[config.mk]
export PLATFORM = sky130hd
export DESIGN_NAME = ncpu_irq_top
export DESIGN_NICKNAME = d
export VERILOG_FILES = /design/src/ncpu_irq_pkg.sv /design/src/msr_apb_slave.sv /design/src/ncpu_tsc.sv /design/src/ncpu_irqc.sv /design/src/ncpu_irq_top.sv
export SDC_FILE = /design/constraint.sdc
export NUM_CORES = 1
export LEC_CHECK = 0
export ABC_AREA = 1
export BUFFER_PORTS_ARGS = -buffer_cell sky130_fd_sc_hd__buf_2
export CORE_AREA = 4 4 129 131
export CTS_CLUSTER_DIAMETER = 40
export DETAILED_ROUTE_END_ITERATION = 8
export DIE_AREA = 0 0 133 135
export PLACE_DENSITY = 0.84
export SYNTH_ARGS = -nofsm -noshare
export SYNTH_HDL_FRONTEND = slang
export SYNTH_HIERARCHICAL = 1
export SYNTH_SLANG_ARGS = --single-unit
export TNS_END_PERCENT = 10
[constraint.sdc]
create_clock -name clk -period 2.8 [get_ports clk]
set_clock_uncertainty 0.2 [all_clocks]
set_input_delay 0.42 -clock clk [delete_from_list [all_inputs] [get_ports clk]]
set_output_delay 0.42 -clock clk [all_outputs]
set_load 0.01 [all_outputs]
[src/ncpu_irq_pkg.sv]
// Timer and interrupt register block, shared definitions
// Data and address widths, TCR field layout and the APB register map
package ncpu_irq_pkg;

   localparam int msr_dw = 32;   // Register data width
   localparam int msr_aw = 4;    // APB address width

   // Register offsets seen on the APB side
   typedef enum logic [msr_aw-1:0]
   {
      msr_tsr = 4'h0,            // Timestamp counter
      msr_tcr = 4'h4,            // Timer control
      msr_imr = 4'h8,            // Interrupt mask
      msr_irr = 4'hc             // Interrupt request, read only
   } msr_addr_e;

   // TCR field positions
   localparam int tcr_en_bit = 31;   // Counter enable
   localparam int tcr_ie_bit = 30;   // Interrupt enable
   localparam int tcr_p_bit  = 29;   // Pending flag

   // Compare count held in TCR[27:0]
   localparam int tcr_cnt_w = 28;

endpackage

[src/msr_apb_slave.sv]
// APB register front end for the timer and interrupt block
// Decodes the access phase into write strobes and muxes read data
// Flags unmapped offsets and writes to IRR with pslverr
`timescale 1ns/1ps

module msr_apb_slave
(
   input  logic                              clk,
   input  logic                              rst_n,
   // APB slave side
   input  logic                              psel,
   input  logic                              penable,
   input  logic                              pwrite,
   input  logic [ncpu_irq_pkg::msr_aw-1:0]   paddr,
   input  logic [ncpu_irq_pkg::msr_dw-1:0]   pwdata,
   output logic [ncpu_irq_pkg::msr_dw-1:0]   prdata,
   output logic                              pready,
   output logic                              pslverr,
   // Register write strobes
   output logic                              tsr_we,
   output logic                              tcr_we,
   output logic                              imr_we,
   output logic [ncpu_irq_pkg::msr_dw-1:0]   wdata,
   // Register read values
   input  logic [ncpu_irq_pkg::msr_dw-1:0]   tsr,
   input  logic [ncpu_irq_pkg::msr_dw-1:0]   tcr,
   input  logic [ncpu_irq_pkg::msr_dw-1:0]   imr,
   input  logic [ncpu_irq_pkg::msr_dw-1:0]   irr
);

   ncpu_irq_pkg::msr_addr_e               addr;
   logic                                  setup_q;
   logic                                  access;
   logic                                  addr_ok;
   logic                                  irr_wr;
   logic [ncpu_irq_pkg::msr_dw-1:0]       rd_mux;

   assign addr = ncpu_irq_pkg::msr_addr_e'(paddr);

   // Remembers that the previous cycle was a setup phase
   always_ff @(posedge clk or negedge rst_n)
   begin
      if (!rst_n)
         setup_q <= 1'b0;
      else
         setup_q <= psel & ~penable;
   end

   assign access = psel & penable & setup_q;   // Access phase following setup

   // Address decode and read mux
   always_comb
   begin
      addr_ok = 1'b1;
      rd_mux  = '0;
      case (addr)
         ncpu_irq_pkg::msr_tsr: rd_mux = tsr;
         ncpu_irq_pkg::msr_tcr: rd_mux = tcr;
         ncpu_irq_pkg::msr_imr: rd_mux = imr;
         ncpu_irq_pkg::msr_irr: rd_mux = irr;
         default:               addr_ok = 1'b0;   // Unmapped offset
      endcase
   end

   assign irr_wr  = pwrite & (addr == ncpu_irq_pkg::msr_irr);
   assign pslverr = access & (~addr_ok | irr_wr);

   // One-cycle strobes, taken on the access edge
   assign tsr_we = access & pwrite & (addr == ncpu_irq_pkg::msr_tsr);
   assign tcr_we = access & pwrite & (addr == ncpu_irq_pkg::msr_tcr);
   assign imr_we = access & pwrite & (addr == ncpu_irq_pkg::msr_imr);
   assign wdata  = pwdata;

   // Zero outside a good read access
   assign prdata = (access & ~pwrite & addr_ok) ? rd_mux : '0;
   assign pready = 1'b1;   // No wait states

endmodule

[src/ncpu_tsc.sv]
// Timestamp counter
// Free-running TSR with a 28-bit compare against the TCR count field
// Sets a sticky pending flag and raises tsc_irq when interrupts are enabled
`timescale 1ns/1ps

module ncpu_tsc
(
   input  logic                              clk,
   input  logic                              rst_n,
   input  logic                              tsr_we,
   input  logic                              tcr_we,
   input  logic [ncpu_irq_pkg::msr_dw-1:0]   wdata,
   output logic [ncpu_irq_pkg::msr_dw-1:0]   tsr,
   output logic [ncpu_irq_pkg::msr_dw-1:0]   tcr,
   output logic                              tsc_irq
);

   logic                                     tcr_en;
   logic                                     tcr_ie;
   logic                                     tcr_p;
   logic [ncpu_irq_pkg::tcr_cnt_w-1:0]       tcr_cnt;
   logic                                     cmp_hit;

   assign cmp_hit = tcr_en & (tsr[ncpu_irq_pkg::tcr_cnt_w-1:0] == tcr_cnt);

   // Counter, a write replaces the increment
   always_ff @(posedge clk or negedge rst_n)
   begin
      if (!rst_n)
         tsr <= '0;
      else if (tsr_we)
         tsr <= wdata;
      else if (tcr_en)
         tsr <= tsr + 1;
   end

   // Control fields and sticky pending flag
   always_ff @(posedge clk or negedge rst_n)
   begin
      if (!rst_n)
      begin
         tcr_en  <= 1'b0;
         tcr_ie  <= 1'b0;
         tcr_p   <= 1'b0;
         tcr_cnt <= '0;
      end
      else if (tcr_we)
      begin
         tcr_en  <= wdata[ncpu_irq_pkg::tcr_en_bit];
         tcr_ie  <= wdata[ncpu_irq_pkg::tcr_ie_bit];
         tcr_p   <= wdata[ncpu_irq_pkg::tcr_p_bit];   // Writing 0 clears P
         tcr_cnt <= wdata[ncpu_irq_pkg::tcr_cnt_w-1:0];
      end
      else if (cmp_hit)
         tcr_p <= 1'b1;
   end

   // Readback view, bit 28 reads zero
   always_comb
   begin
      tcr = '0;
      tcr[ncpu_irq_pkg::tcr_en_bit]      = tcr_en;
      tcr[ncpu_irq_pkg::tcr_ie_bit]      = tcr_ie;
      tcr[ncpu_irq_pkg::tcr_p_bit]       = tcr_p;
      tcr[ncpu_irq_pkg::tcr_cnt_w-1:0]   = tcr_cnt;
   end

   assign tsc_irq = tcr_p & tcr_ie;

endmodule

[src/ncpu_irqc.sv]
// Interrupt controller
// Synchronizes the level IRQ lines, merges the timer interrupt onto its line
// and raises a registered request for any pending line not masked in IMR
`timescale 1ns/1ps

module ncpu_irqc
#(
   parameter int nirq           = 32,
   parameter int irq_lineno_tsc = 0
)
(
   input  logic                              clk,
   input  logic                              rst_n,
   input  logic [nirq-1:0]                   irqs,
   input  logic                              tsc_irq,
   input  logic                              imr_we,
   input  logic [ncpu_irq_pkg::msr_dw-1:0]   wdata,
   output logic [ncpu_irq_pkg::msr_dw-1:0]   imr,
   output logic [nirq-1:0]                   irr,
   output logic                              intr
);

   logic [nirq-1:0]                          irq_sync1;
   logic [nirq-1:0]                          irq_sync2;
   logic [nirq-1:0]                          irq_lvl;

   // Two-flop synchronizer on the asynchronous lines
   always_ff @(posedge clk or negedge rst_n)
   begin
      if (!rst_n)
      begin
         irq_sync1 <= '0;
         irq_sync2 <= '0;
      end
      else
      begin
         irq_sync1 <= irqs;
         irq_sync2 <= irq_sync1;
      end
   end

   // Timer interrupt shares one line with the external source
   always_comb
   begin
      irq_lvl                 = irq_sync2;
      irq_lvl[irq_lineno_tsc] = irq_sync2[irq_lineno_tsc] | tsc_irq;
   end

   always_ff @(posedge clk or negedge rst_n)
   begin
      if (!rst_n)
      begin
         irr  <= '0;
         imr  <= '0;
         intr <= 1'b0;
      end
      else
      begin
         irr  <= irq_lvl;                      // Follows the level, not latched
         intr <= |(irr & ~imr[nirq-1:0]);      // Mask bit 1 blocks the line
         if (imr_we)
            imr <= wdata;
      end
   end

endmodule

[src/ncpu_irq_top.sv]
// Timer and interrupt block, top level
// APB register front end feeding the timestamp counter and the
// interrupt controller, with the timer interrupt on a chosen IRQ line
`timescale 1ns/1ps

module ncpu_irq_top
#(
   parameter int nirq           = 32,   // At most msr_dw lines
   parameter int irq_lineno_tsc = 0     // Line carrying the timer interrupt
)
(
   input  logic                              clk,
   input  logic                              rst_n,
   // APB
   input  logic                              psel,
   input  logic                              penable,
   input  logic                              pwrite,
   input  logic [ncpu_irq_pkg::msr_aw-1:0]   paddr,
   input  logic [ncpu_irq_pkg::msr_dw-1:0]   pwdata,
   output logic [ncpu_irq_pkg::msr_dw-1:0]   prdata,
   output logic                              pready,
   output logic                              pslverr,
   // Interrupts
   input  logic [nirq-1:0]                   irqs,
   output logic                              intr
);

   logic                                     tsr_we;
   logic                                     tcr_we;
   logic                                     imr_we;
   logic [ncpu_irq_pkg::msr_dw-1:0]          wdata;
   logic [ncpu_irq_pkg::msr_dw-1:0]          tsr;
   logic [ncpu_irq_pkg::msr_dw-1:0]          tcr;
   logic [ncpu_irq_pkg::msr_dw-1:0]          imr;
   logic [nirq-1:0]                          irr;
   logic [ncpu_irq_pkg::msr_dw-1:0]          irr_ext;
   logic                                     tsc_irq;

   // IRR padded to the register width
   always_comb
   begin
      irr_ext           = '0;
      irr_ext[nirq-1:0] = irr;
   end

   msr_apb_slave u_apb
   (
      .clk     (clk),
      .rst_n   (rst_n),
      .psel    (psel),
      .penable (penable),
      .pwrite  (pwrite),
      .paddr   (paddr),
      .pwdata  (pwdata),
      .prdata  (prdata),
      .pready  (pready),
      .pslverr (pslverr),
      .tsr_we  (tsr_we),
      .tcr_we  (tcr_we),
      .imr_we  (imr_we),
      .wdata   (wdata),
      .tsr     (tsr),
      .tcr     (tcr),
      .imr     (imr),
      .irr     (irr_ext)
   );

   ncpu_tsc u_tsc
   (
      .clk     (clk),
      .rst_n   (rst_n),
      .tsr_we  (tsr_we),
      .tcr_we  (tcr_we),
      .wdata   (wdata),
      .tsr     (tsr),
      .tcr     (tcr),
      .tsc_irq (tsc_irq)
   );

   ncpu_irqc
   #(
      .nirq           (nirq),
      .irq_lineno_tsc (irq_lineno_tsc)
   )
   u_irqc
   (
      .clk     (clk),
      .rst_n   (rst_n),
      .irqs    (irqs),
      .tsc_irq (tsc_irq),
      .imr_we  (imr_we),
      .wdata   (wdata),
      .imr     (imr),
      .irr     (irr),
      .intr    (intr)
   );

endmodule

==> summary.md, run 1 <==
| Metric | Value |
|---|---|
| Status | finished, final reports clean |
| Slew @ Worst Pin | 0.536 ns |
| Area Growth Syn to Fin | 14.7% |
| DR vias | 8560 |
| Final nets | 1362 |
| Part of the cycle the worst path needs | 98.4% |
| Core area | 15600 sq um |
| # rows | 46 |
| Area of the multi-input gates | 3770 sq um |
| Final TNS setup | 0 ns |
| Worst-skew pair later-pin latency | 0.43 ns |
| Kind of critical path | in2out |
| Top FF cell, synth | dfrtp_1 |
| Critical Path AT | 2.13 ns |
| Worst setup EP type | output port |
| Total number of yosys warnings | 6 |
| Hold Slack | 0.0483 ns |
| Num CTS Buffers | 17 |
| Boundary Pins | 108 |
| Die area | 18000 sq um |
| F_max | 363 MHz |
| Yosys top cell by area | dfrtp_1 |
| FF+latch area | 4830 sq um |
| VDD IR max | 0.503 mV |
| Number of flops mapped to enable cells by yosys | 0 |
| Most frequent cell after synthesis | nand2_1 |
| Largest net degree at the start of global routing | 75 |
| Diodes inserted | 0 |
| Initial Util | 61.7% |
| Hold path start | pwdata[2] |
| Placer congestion estimate | 0.929 |
| Detailed router's first-iteration violation count | 1372 |
| Final critical-path required period | 2.75 ns |
| Ys async rst share | 100% |
| Critical path startpoint | penable |
| Clk pin slew, worst setup/hold paths | 0.07 ns |
| Initial antenna violation count | 0 |
| Placed inst area | 10100 sq um |
| Die height | 135 microns |
| Post-layout instance area | 11000 sq um |
| DRT Pass-1 Iters | 7 |
| Final ANT Viol Nets | 0 |
| Syn Nets | 1272 |
| Area contributors post-synth | dfrtp_1 50%, nand2_1 14%, nand3_1 8.6%, inv_1 4.4%, nor2_1 4.4% |
| Clock sink count | 193 |
| Finished Layout Cells | 1516 |
| CTS HTree Levels | 4 |
| Worst reg2reg path startpoint | u_apb/setup_q |
| Final wirelength | 27.3 mm |
| Post-detailed-route wirelength per cell | 18.0 microns |
| Max-slew headroom | 64.2% |
| Fill cell count | 1153 |
| Number of remaining DRC errors | 0 |
| GRT overflow | 0 |
| Total power | 7070 uW |
| Clock tree root buffer cell | clkbuf_16 |
| RSZ-0062 raised after global routing | no |
| CTS tree | yes |
| Setup Viol. Count Final | 0 |
| CP Max Fanout | 32 |
| # port buffers | 106 |
| Post-synthesis cell count | 1198 |
| Horiz. Die Dim | 133 microns |
| Startpoint Class | input pin |
| Lkg Pwr | 0.00551 uW |
| CP required | 2.18 ns |
| Unique masters post-synth | 34 |
| First-pass GRT wire length | 43.1 mm |
| Sequential fraction of the synthesis area | 50.2% |
| Vias/cell | 5.65 |
| Power Density | 641 nW/um^2 |
| GRT Total Usage | 30.9% |
| Clk buf depth | 2 |
| Pins Over Slew Limit | 0 |
| Top post-synthesis cells by count | 348 x nand2_1, 193 x dfrtp_1, 165 x nand3_1 |
| Hold Fails Final Rpt | 0 |
| Top cell type's share of synthesized area | 50.2% |
| Synth Cell Area | 9620 sq um |
| Final HPWL DP | 18.2 mm |
| Max-cap violations | 0 |
| Seq cells post-synth | 193 |
| Placed Cells | 1451 |
| Number of global-route vias before repair | 8043 |
| Synth Area per Inst | 8.03 sq um |
| Share of cells above drive strength 1 | 15.9% |
| Worst hold path class | in2reg |
-- routing by layer --
layer	wire, microns	share of wire (%)	global-route usage, %	vias up
met5	0	0	0	-
met4	1250	4.6	15.2	0
met3	2420	8.9	6.11	93
met2	12800	47	49.0	515
met1	10800	40	41.1	4015
li1	-	-	-	3937
-- power breakdown --
part           leakage, uW  internal (uW)  switching [uW]  total, uW
clock             0.000292           1280            1150       2430
combinational      0.00303            418             749       1170
sequential         0.00219           3070             394       3470
total              0.00551           4770            2300       7070
-- through the flow --
stage,utilization (%),setup WS [ns]
detailed placement,64.7,0.368
global route,70.7,0.0119
floorplan,-,0.716
CTS,70.7,0.128
finish,70.7,0.0454
global placement,64.7,0.417
-- worst max-delay path: stages --
cell and delay (ns):
dlygate4sd3_1 0.55, buf_2 0.14, and3_1 0.27, nand3b_1 0.10, buf_4 0.26, nor2_1 0.22, buf_2 0.17
-- logic make-up after synthesis --
logic type      Yosys count  synth area share, %
buf+inv                 208                 10.8
flops                   193                 50.2
other cells               2               0.0781
xor+xnor                 21                 1.91
compound gates          100                 6.37
simple gates            673                 30.5
fa+ha+maj                 1                0.130
-- layout make-up --
| class | count | share of cell area (%) |
|---|---|---|
| Clock buffer | 17 | 3.86 |
| Clock inverter | 14 | 1.58 |
| Inverter | 120 | 4.08 |
| Multi-Input combinational cell | 797 | 34.2 |
| Sequential cell | 193 | 43.8 |
| Tap cell | 216 | 2.45 |
| Timing Repair Buffer | 159 | 10.1 |
-- cell usage in the layout (no fill, tap or decap), drive strengths merged, types with 7 or more instances in the layout --
| cell type | synthesis | routed |
|---|---|---|
| nand2 | 354 | 354 |
| dfrtp | 193 | 193 |
| nand3 | 168 | 168 |
| nor2 | 128 | 128 |
| inv | 119 | 126 |
| buf | 78 | 124 |
| o21ai | 72 | 72 |
| dlygate4sd3 | 0 | 34 |
| a22oi | 19 | 19 |
| clkbuf | 10 | 18 |
| xor2 | 16 | 16 |
| nor3 | 13 | 13 |
| nand4 | 7 | 7 |
-- final timing paths --
path	end	slack, ns	cells past startpoint
max	prdata[14]	0.05	7
min	u_tsc/tcr_cnt[2]	0.05	3
max reg2reg	u_tsc/tsr[8]	0.48	6
min reg2reg	u_irqc/irr[2]	0.15	0
max in group asynchronous	u_tsc/tsr[31]	1.24	3
min in group asynchronous	u_irqc/irq_sync1[9]	0.38	2
-- repair_timing --
action / CTS / global route
buffers inserted: 0 / 0
endpoints found under the setup margin: 0 / 1
gates resized for setup: 0 / 1
endpoints found under the hold margin: 98 / 0
hold buffers: 34 / 0
-- sequential cells by signal, summed over array words and instances (netlist names) --
signal,count
u_tsc/tcr_en,1
u_tsc/tcr_ie,1
u_tsc/tcr_p,1
u_tsc/tcr_cnt,28
u_tsc/tsr,32
u_irqc/imr,32
u_irqc/irq_sync2,32
u_irqc/intr,1
u_apb/setup_q,1
u_irqc/irq_sync1,32
u_irqc/irr,32
Power figures use the tool's default switching activity.
==> run 2: changes to the inputs <==
--- a/config.mk
+++ b/config.mk
@@ -7,11 +7,10 @@
 export LEC_CHECK = 0
 export ABC_AREA = 1
 export BUFFER_PORTS_ARGS = -buffer_cell sky130_fd_sc_hd__buf_2
-export CORE_AREA = 4 4 129 131
+export CORE_AREA = 4 4 152 154
 export CTS_CLUSTER_DIAMETER = 40
 export DETAILED_ROUTE_END_ITERATION = 8
-export DIE_AREA = 0 0 133 135
-export PLACE_DENSITY = 0.84
+export DIE_AREA = 0 0 156 158
 export SYNTH_ARGS = -nofsm -noshare
 export SYNTH_HDL_FRONTEND = slang
 export SYNTH_HIERARCHICAL = 1
==> run 2 against run 1 <==
Worst setup slack better by 0.10 ns. Clock power is 3% higher. Global-route usage is 8.2 points lower. Flip-flop and latch count stayed put. Critical endpoint unchanged.
==> summary.md, run 2 (same netlist as run 1, synthesis figures left out) <==
| Metric | Value |
|---|---|
| Status | finished, final reports clean (unchanged) |
| Diodes inserted | 0 (unchanged) |
| Part of the cycle the worst path needs | 94.7% (was 98.4%) |
| Worst R2R End | u_tsc/tsr[4] (was u_tsc/tsr[8]) |
| GRT overflow | 0 (unchanged) |
| Slew @ Worst Pin | 0.562 ns (was 0.536 ns) |
| Lkg Pwr | 0.00557 uW (was 0.00551 uW) |
| Initial Util | 44.3% (was 61.7%) |
| Largest net degree at the start of global routing | 68 (was 75) |
| Placed inst area | 10300 sq um (was 10100 sq um) |
| Horiz. Die Dim | 156 microns (was 133 microns) |
| Final nets | 1371 (was 1362) |
| CTS tree | yes (unchanged) |
| R2R depth | 6 (unchanged) |
| Pre-CTS setup slack | 0.448 ns (was 0.368 ns) |
| # rows | 54 (was 46) |
| Clk pin slew, worst setup/hold paths | 0.08 ns (was 0.07 ns) |
| Placer congestion estimate | 0.909 (was 0.929) |
| Setup Viol. Count Final | 0 (unchanged) |
| Worst hold path class | in2reg (unchanged) |
| VDD IR max | 0.427 mV (was 0.503 mV) |
| Vias/cell | 5.12 (was 5.65) |
| Startpoint Class | input pin (unchanged) |
| Num CTS Buffers | 17 (unchanged) |
| Max-cap violations | 0 (unchanged) |
| DRT Pass-1 Iters | 6 (was 7) |
| Number of global-route vias before repair | 7786 (was 8043) |
| Hold Fails Final Rpt | 0 (unchanged) |
| Fill cell count | 2043 (was 1153) |
| Worst setup EP type | output port (unchanged) |
| Critical Path AT | 2.03 ns (was 2.13 ns) |
| Commonest non-fill, non-tap cell in the layout | nand2_1 (unchanged) |
| Worst reg2reg path startpoint | u_apb/setup_q (unchanged) |
| Number of remaining DRC errors | 0 (unchanged) |
| Critical path startpoint | penable (unchanged) |
| Area Growth Syn to Fin | 16.8% (was 14.7%) |
| Final wirelength | 27.1 mm (was 27.3 mm) |
| CTS HTree Levels | 4 (unchanged) |
| CP Max Fanout | 17 (was 32) |
| Fin worst setup slack | 0.148 ns (was 0.0454 ns) |
| GRT Total Usage | 22.7% (was 30.9%) |
| Pins Over Slew Limit | 0 (unchanged) |
| Final HPWL DP | 20.1 mm (was 18.2 mm) |
| Die area | 24600 sq um (was 18000 sq um) |
| Core area | 21700 sq um (was 15600 sq um) |
| Kind of critical path | in2out (unchanged) |
| DR vias | 8133 (was 8560) |
| Worst R2R Setup Slack | 0.63 ns (was 0.48 ns) |
| Most frequent cells in the layout | 348 x nand2_1, 193 x dfrtp_1, 165 x nand3_1 (unchanged) |
| Share of cells above drive strength 1 | 16.4% (was 15.9%) |
| Die height | 158 microns (was 135 microns) |
| Detailed router's first-iteration violation count | 823 (was 1372) |
| Initial antenna violation count | 1 (was 0) |
| RSZ-0062 raised after global routing | no (unchanged) |
| Cts repair resizes | 0 (unchanged) |
| CP required | 2.18 ns (about the same) |
| Power Density | 635 nW/um^2 (was 641 nW/um^2) |
| Crit path capture | prdata[14] (unchanged) |
| First-pass GRT wire length | 43.3 mm (was 43.1 mm) |
| Clock sink count | 193 (unchanged) |
| Post-detailed-route wirelength per cell | 17.0 microns (was 18.0 microns) |
| Boundary Pins | 108 (unchanged) |
| Worst-skew pair later-pin latency | 0.44 ns (was 0.43 ns) |
| Post-layout instance area | 11200 sq um (was 11000 sq um) |
| Final critical-path required period | 2.65 ns (was 2.75 ns) |
| Hold Slack | 0.0636 ns (was 0.0483 ns) |
| Final ANT Viol Nets | 0 (unchanged) |
| F_max | 377 MHz (was 363 MHz) |
| Clock tree root buffer cell | clkbuf_16 (unchanged) |
| Final TNS setup | 0 ns (unchanged) |
| Clk buf depth | 2 (unchanged) |
| # port buffers | 106 (unchanged) |
| Max-slew headroom | 62.5% (was 64.2%) |
==> run 2: cell count changes in the layout (fill, tap and decap cells not counted), sizes merged <==
cell	delta
clkbuf	+1
buf	+8
clkinv	+5
inv	-3
bufinv	-1
clkinvlp	-1
dlygate4sd3	+1
==> run 2: final cells by class <==
type | count | area (sq um) | area share (%)
sequential | 193 | 4830 | 43.0
multi-input combinational | 797 | 3770 | 33.6
timing repair buffer | 168 | 1200 | 10.7
inverter | 120 | 450 | 4.01
clock buffer | 18 | 439 | 3.91
tap | 280 | 350 | 3.12
clock inverter | 14 | 190 | 1.69
==> run 2: how the worst min path moves through the flow <==
stage | end | depth (start not counted) | slack, ns | start
2_1_floorplan | u_apb/setup_q | 0 | -0.08 | rst_n
3_3_place_gp | u_irqc/irr[2] | 0 | 0.13 | u_irqc/irq_sync2[2]
3_5_place_dp | u_irqc/irq_sync2[0] | 0 | 0.13 | u_irqc/irq_sync1[0]
4_1_cts | u_tsc/tcr_cnt[3] | 3 | 0.04 | pwdata[3]
5_1_grt | u_irqc/imr[3] | 3 | 0.05 | pwdata[3]
6_report | u_tsc/tcr_cnt[5] | 3 | 0.06 | pwdata[5]
==> run 2: critical path, cell delays in order <==
cell	delay, ns
dlygate4sd3_1	0.52
buf_2	0.11
and3_1	0.24
nand3b_1	0.14
buf_4	0.22
nor2_1	0.21
buf_2	0.18
==> run 2: report_power, final <==
| group | switching, uW | total (uW) | internal (uW) |
|---|---|---|---|
| clock network | 1260 | 2500 | 1250 |
| logic | 731 | 1160 | 426 |
| registers | 411 | 3480 | 3070 |
==> run 2: repair_timing <==
item | 4_1_cts | 5_1_grt
endpoints found under the hold margin | 95 | 0
setup buffers | 0 | 0
hold buffers | 35 | 0
==> run 2: through the flow <==
step	total power, uW	instances	util [%]
2_1_floorplan	4160	1198	-
3_3_place_gp	4620	1523	47.3
3_5_place_dp	4630	1523	47.3
4_1_cts	7190	1590	51.8
5_1_grt	7550	1590	51.8
6_report	7140	1590	51.8
==> run 2: layer usage <==
metal  global-route usage [%]  wire length (microns)  vias up
met2                     34.4                  12500      278
met5                        0                      8        -
met3                     3.72                   1710       59
met4                     9.09                    946        2
li1                         -                      -     3969
met1                     32.7                  11900     3825
==> run 3: changes to the inputs <==
--- a/config.mk
+++ b/config.mk
@@ -7,12 +7,11 @@
 export LEC_CHECK = 0
 export ABC_AREA = 1
 export BUFFER_PORTS_ARGS = -buffer_cell sky130_fd_sc_hd__buf_2
-export CORE_AREA = 4 4 152 154
+export CORE_AREA = 4 4 145 147
 export CTS_CLUSTER_DIAMETER = 40
 export DETAILED_ROUTE_END_ITERATION = 8
-export DIE_AREA = 0 0 156 158
+export DIE_AREA = 0 0 149 151
 export SYNTH_ARGS = -nofsm -noshare
 export SYNTH_HDL_FRONTEND = slang
-export SYNTH_HIERARCHICAL = 1
 export SYNTH_SLANG_ARGS = --single-unit
 export TNS_END_PERCENT = 10
==> run 3 against run 2 <==
First-iteration DRC count fell by 14%. Synthesized cell count fell by 12%. Combinational power rose by 11%. Highest routed layer is now met4. Largest cell class unchanged. Synthesized area fell by 9.0%. Global-route usage rose by 0.67 points. Non-clock buffer count fell by 5.
==> summary.md, run 3 <==
| Metric | Value |
|---|---|
| GRT Total Usage | 23.4% (was 22.7%) |
| Lkg Pwr | 0.00526 uW (was 0.00557 uW) |
| VDD IR max | 0.469 mV (was 0.427 mV) |
| Synth Area per Inst | 8.27 sq um (was 8.03 sq um) |
| Number of global-route vias before repair | 7191 (was 7786) |
| Vias/cell | 5.02 (was 5.12) |
| Top post-synthesis cells by count | 253 x nand2_1, 193 x dfrtp_1, 175 x inv_1 (was 348 x nand2_1, 193 x dfrtp_1, 165 x nand3_1) |
| CTS tree | yes (unchanged) |
| Pins Over Slew Limit | 0 (unchanged) |
| Ys async rst share | 100% (unchanged) |
| Placer congestion estimate | 0.976 (was 0.909) |
| Status | finished, final reports clean (unchanged) |
| Number of flops mapped to enable cells by yosys | 0 (unchanged) |
| Worst setup EP type | output port (unchanged) |
| Top FF cell, synth | dfrtp_1 (unchanged) |
| Worst-skew pair later-pin latency | 0.43 ns (was 0.44 ns) |
| Area Growth Syn to Fin | 21.8% (was 16.8%) |
| Fill cell count | 1914 (was 2043) |
| Yosys top cell by area | dfrtp_1 (unchanged) |
| Cts repair resizes | 0 (unchanged) |
| Diodes inserted | 0 (unchanged) |
| Die area | 22500 sq um (was 24600 sq um) |
| Kind of critical path | reg2out (was in2out) |
| CP required | 2.18 ns (about the same) |
| Critical Path AT | 2.01 ns (was 2.03 ns) |
| CP Max Fanout | 12 (was 17) |
| Number of remaining DRC errors | 0 (unchanged) |
| Final critical-path required period | 2.63 ns (was 2.65 ns) |
| RSZ-0062 raised after global routing | no (unchanged) |
| Final wirelength | 25.4 mm (was 27.1 mm) |
| DRT Pass-1 Iters | 5 (was 6) |
| Area contributors post-synth | dfrtp_1 55%, nand2_1 11%, inv_1 7.5%, o21ai_0 6.3%, nor2_1 4.7% (was dfrtp_1 50%, nand2_1 14%, nand3_1 8.6%, inv_1 4.4%, nor2_1 4.4%) |
| GRT overflow | 0 (unchanged) |
| Most frequent cell after synthesis | nand2_1 (unchanged) |
| Clock tree root buffer cell | clkbuf_16 (unchanged) |
| Clk buf depth | 2 (unchanged) |
| CP bufs+invs | 3 (was 4) |
| Clock sink count | 193 (unchanged) |
| Post-synthesis cell count | 1059 (was 1198) |
| Worst hold path class | in2reg (unchanged) |
| Part of the cycle the worst path needs | 93.9% (was 94.7%) |
| Setup Viol. Count Final | 0 (unchanged) |
| Slowest stage cell, crit path | dfrtp_1 (was dlygate4sd3_1) |
| Max-cap violations | 0 (unchanged) |
| Final TNS setup | 0 ns (unchanged) |
| Commonest non-fill, non-tap cell in the layout | nand2_1 (unchanged) |
| Startpoint Class | flop (was input pin) |
| Crit-path max cell delay | 0.36 ns (was 0.52 ns) |
| Core area | 19900 sq um (was 21700 sq um) |
| Crit-path leading delay family | simple AND/OR/NAND/NOR gates (was buffers and inverters) |
| Total power | 7180 uW (was 7140 uW) |
| Unique masters post-synth | 33 (was 34) |
| Final HPWL DP | 18.8 mm (was 20.1 mm) |
| CTS hold repair buffers | 34 (was 35) |
| Power Density | 673 nW/um^2 (was 635 nW/um^2) |
| Top cell type's share of synthesized area | 55.2% (was 50.2%) |
| Die height | 151 microns (was 158 microns) |
| Sequential fraction of the synthesis area | 55.2% (was 50.2%) |
| Slew @ Worst Pin | 0.796 ns (was 0.562 ns) |
| Final ANT Viol Nets | 0 (unchanged) |
| Largest net degree at the start of global routing | 61 (was 68) |
| First-pass GRT wire length | 40.2 mm (was 43.3 mm) |
| Final nets | 1279 (was 1371) |
| Most frequent cells in the layout | 253 x nand2_1, 193 x dfrtp_1, 175 x inv_1 (was 348 x nand2_1, 193 x dfrtp_1, 165 x nand3_1) |
| Initial Util | 44.0% (was 44.3%) |
| Post-layout instance area | 10700 sq um (was 11200 sq um) |
| Seq cells post-synth | 193 (unchanged) |
| Horiz. Die Dim | 149 microns (was 156 microns) |
| Syn Nets | 1133 (was 1272) |
| Detailed router's first-iteration violation count | 704 (was 823) |
| Initial antenna violation count | 0 (was 1) |
| Hold Fails Final Rpt | 0 (unchanged) |
| Post-detailed-route wirelength per cell | 17.1 microns (was 17.0 microns) |
| Synth Cell Area | 8760 sq um (was 9620 sq um) |
| Boundary Pins | 108 (unchanged) |
| Pre-CTS setup slack | 0.300 ns (was 0.448 ns) |
| # rows | 52 (was 54) |
| DR vias | 7476 (was 8133) |
| Fin worst setup slack | 0.171 ns (was 0.148 ns) |
| Post-CTS setup buffers | 0 (unchanged) |
| Total number of yosys warnings | 0 (was 6) |
| Num CTS Buffers | 17 (unchanged) |
| Placed inst area | 9710 sq um (was 10300 sq um) |
| CTS HTree Levels | 4 (unchanged) |
| Share of cells above drive strength 1 | 14.5% (was 16.4%) |
| # port buffers | 106 (unchanged) |
| Clk pin slew, worst setup/hold paths | 0.08 ns (about the same) |
| CP cell instances | nand3_1 > nor3_1 > inv_1 > buf_4 > a41oi_1 > buf_2 (was dlygate4sd3_1 > buf_2 > and3_1 > nand3b_1 > buf_4 > nor2_1 > buf_2) |
| Max-slew headroom | 46.9% (was 62.5%) |
| F_max | 380 MHz (was 377 MHz) |
## run 3: worst register-to-register path: stages, from the launching register on
cell and delay (ns):
dfrtp_1 0.46, ha_1 0.21, nand3_1 0.15, inv_1 0.13
nand3_1 0.16, nor2_1 0.45, nand4_1 0.15, nand3_1 0.13
nand2_1 0.05
## run 3: report_power, final
part	internal (uW)	switching [uW]	total, uW
logic	471	824	1290
clock network	1240	1230	2470
registers	3090	325	3420
## run 3: stage by stage
stage               util [%]  hold WS (ns)  cells
finish                  53.6        0.0135   1488
global route            53.6        0.0156   1488
CTS                     53.6       0.00422   1488
detailed placement      48.8         0.135   1422
global placement        48.8         0.131   1422
floorplan                  -       -0.0756   1059
## run 3: final timing paths
path / startpoint / to / slack [ns] / cells after the start
worst max-delay path: u_apb.setup_q / prdata[12] / 0.17 / 6
worst max register to register: u_tsc.tsr[0] / u_tsc.tsr[24] / 0.62 / 8
worst min-delay path: pwdata[22] / u_tsc.tcr_cnt[22] / 0.01 / 3
max in group asynchronous: rst_n / u_tsc.tcr_cnt[10] / 1.37 / 3
min in group asynchronous: rst_n / u_irqc.imr[20] / 0.32 / 2
worst min register to register: u_irqc.irq_sync2[4] / u_irqc.irr[4] / 0.14 / 0
## run 3: cell families (layout without fill, tap and decap cells)
family	count (synthesis)	count (layout)	synth area share (%)
flip-flops	193	193	55.2
adder cells (fa/ha/maj)	1	1	0.143
buffers and inverters	213	372	9.56
XOR/XNOR	11	11	1.10
AO/OA/AOI/OAI	195	195	12.4
AND/OR/NAND/NOR	441	441	20.9
other	1	1	0.0428
multiplexers	4	4	0.686
## run 3: area by class of cell
class | instances | area (sq um) | area share [%]
Multi-Input combinational cell | 653 | 3090 | 29.0
Sequential cell | 193 | 4830 | 45.3
Tap cell | 270 | 338 | 3.17
Inverter | 177 | 664 | 6.23
Clock buffer | 18 | 439 | 4.12
Clock inverter | 14 | 176 | 1.65
Timing Repair Buffer | 163 | 1130 | 10.6
## run 3: per-layer routing
layer / GRT usage [%] / share of wire [%]
met1: 34.7 / 46
met5: 0 / 0
met4: 7.73 / 2.6
met2: 35.0 / 44
met3: 3.98 / 7.2
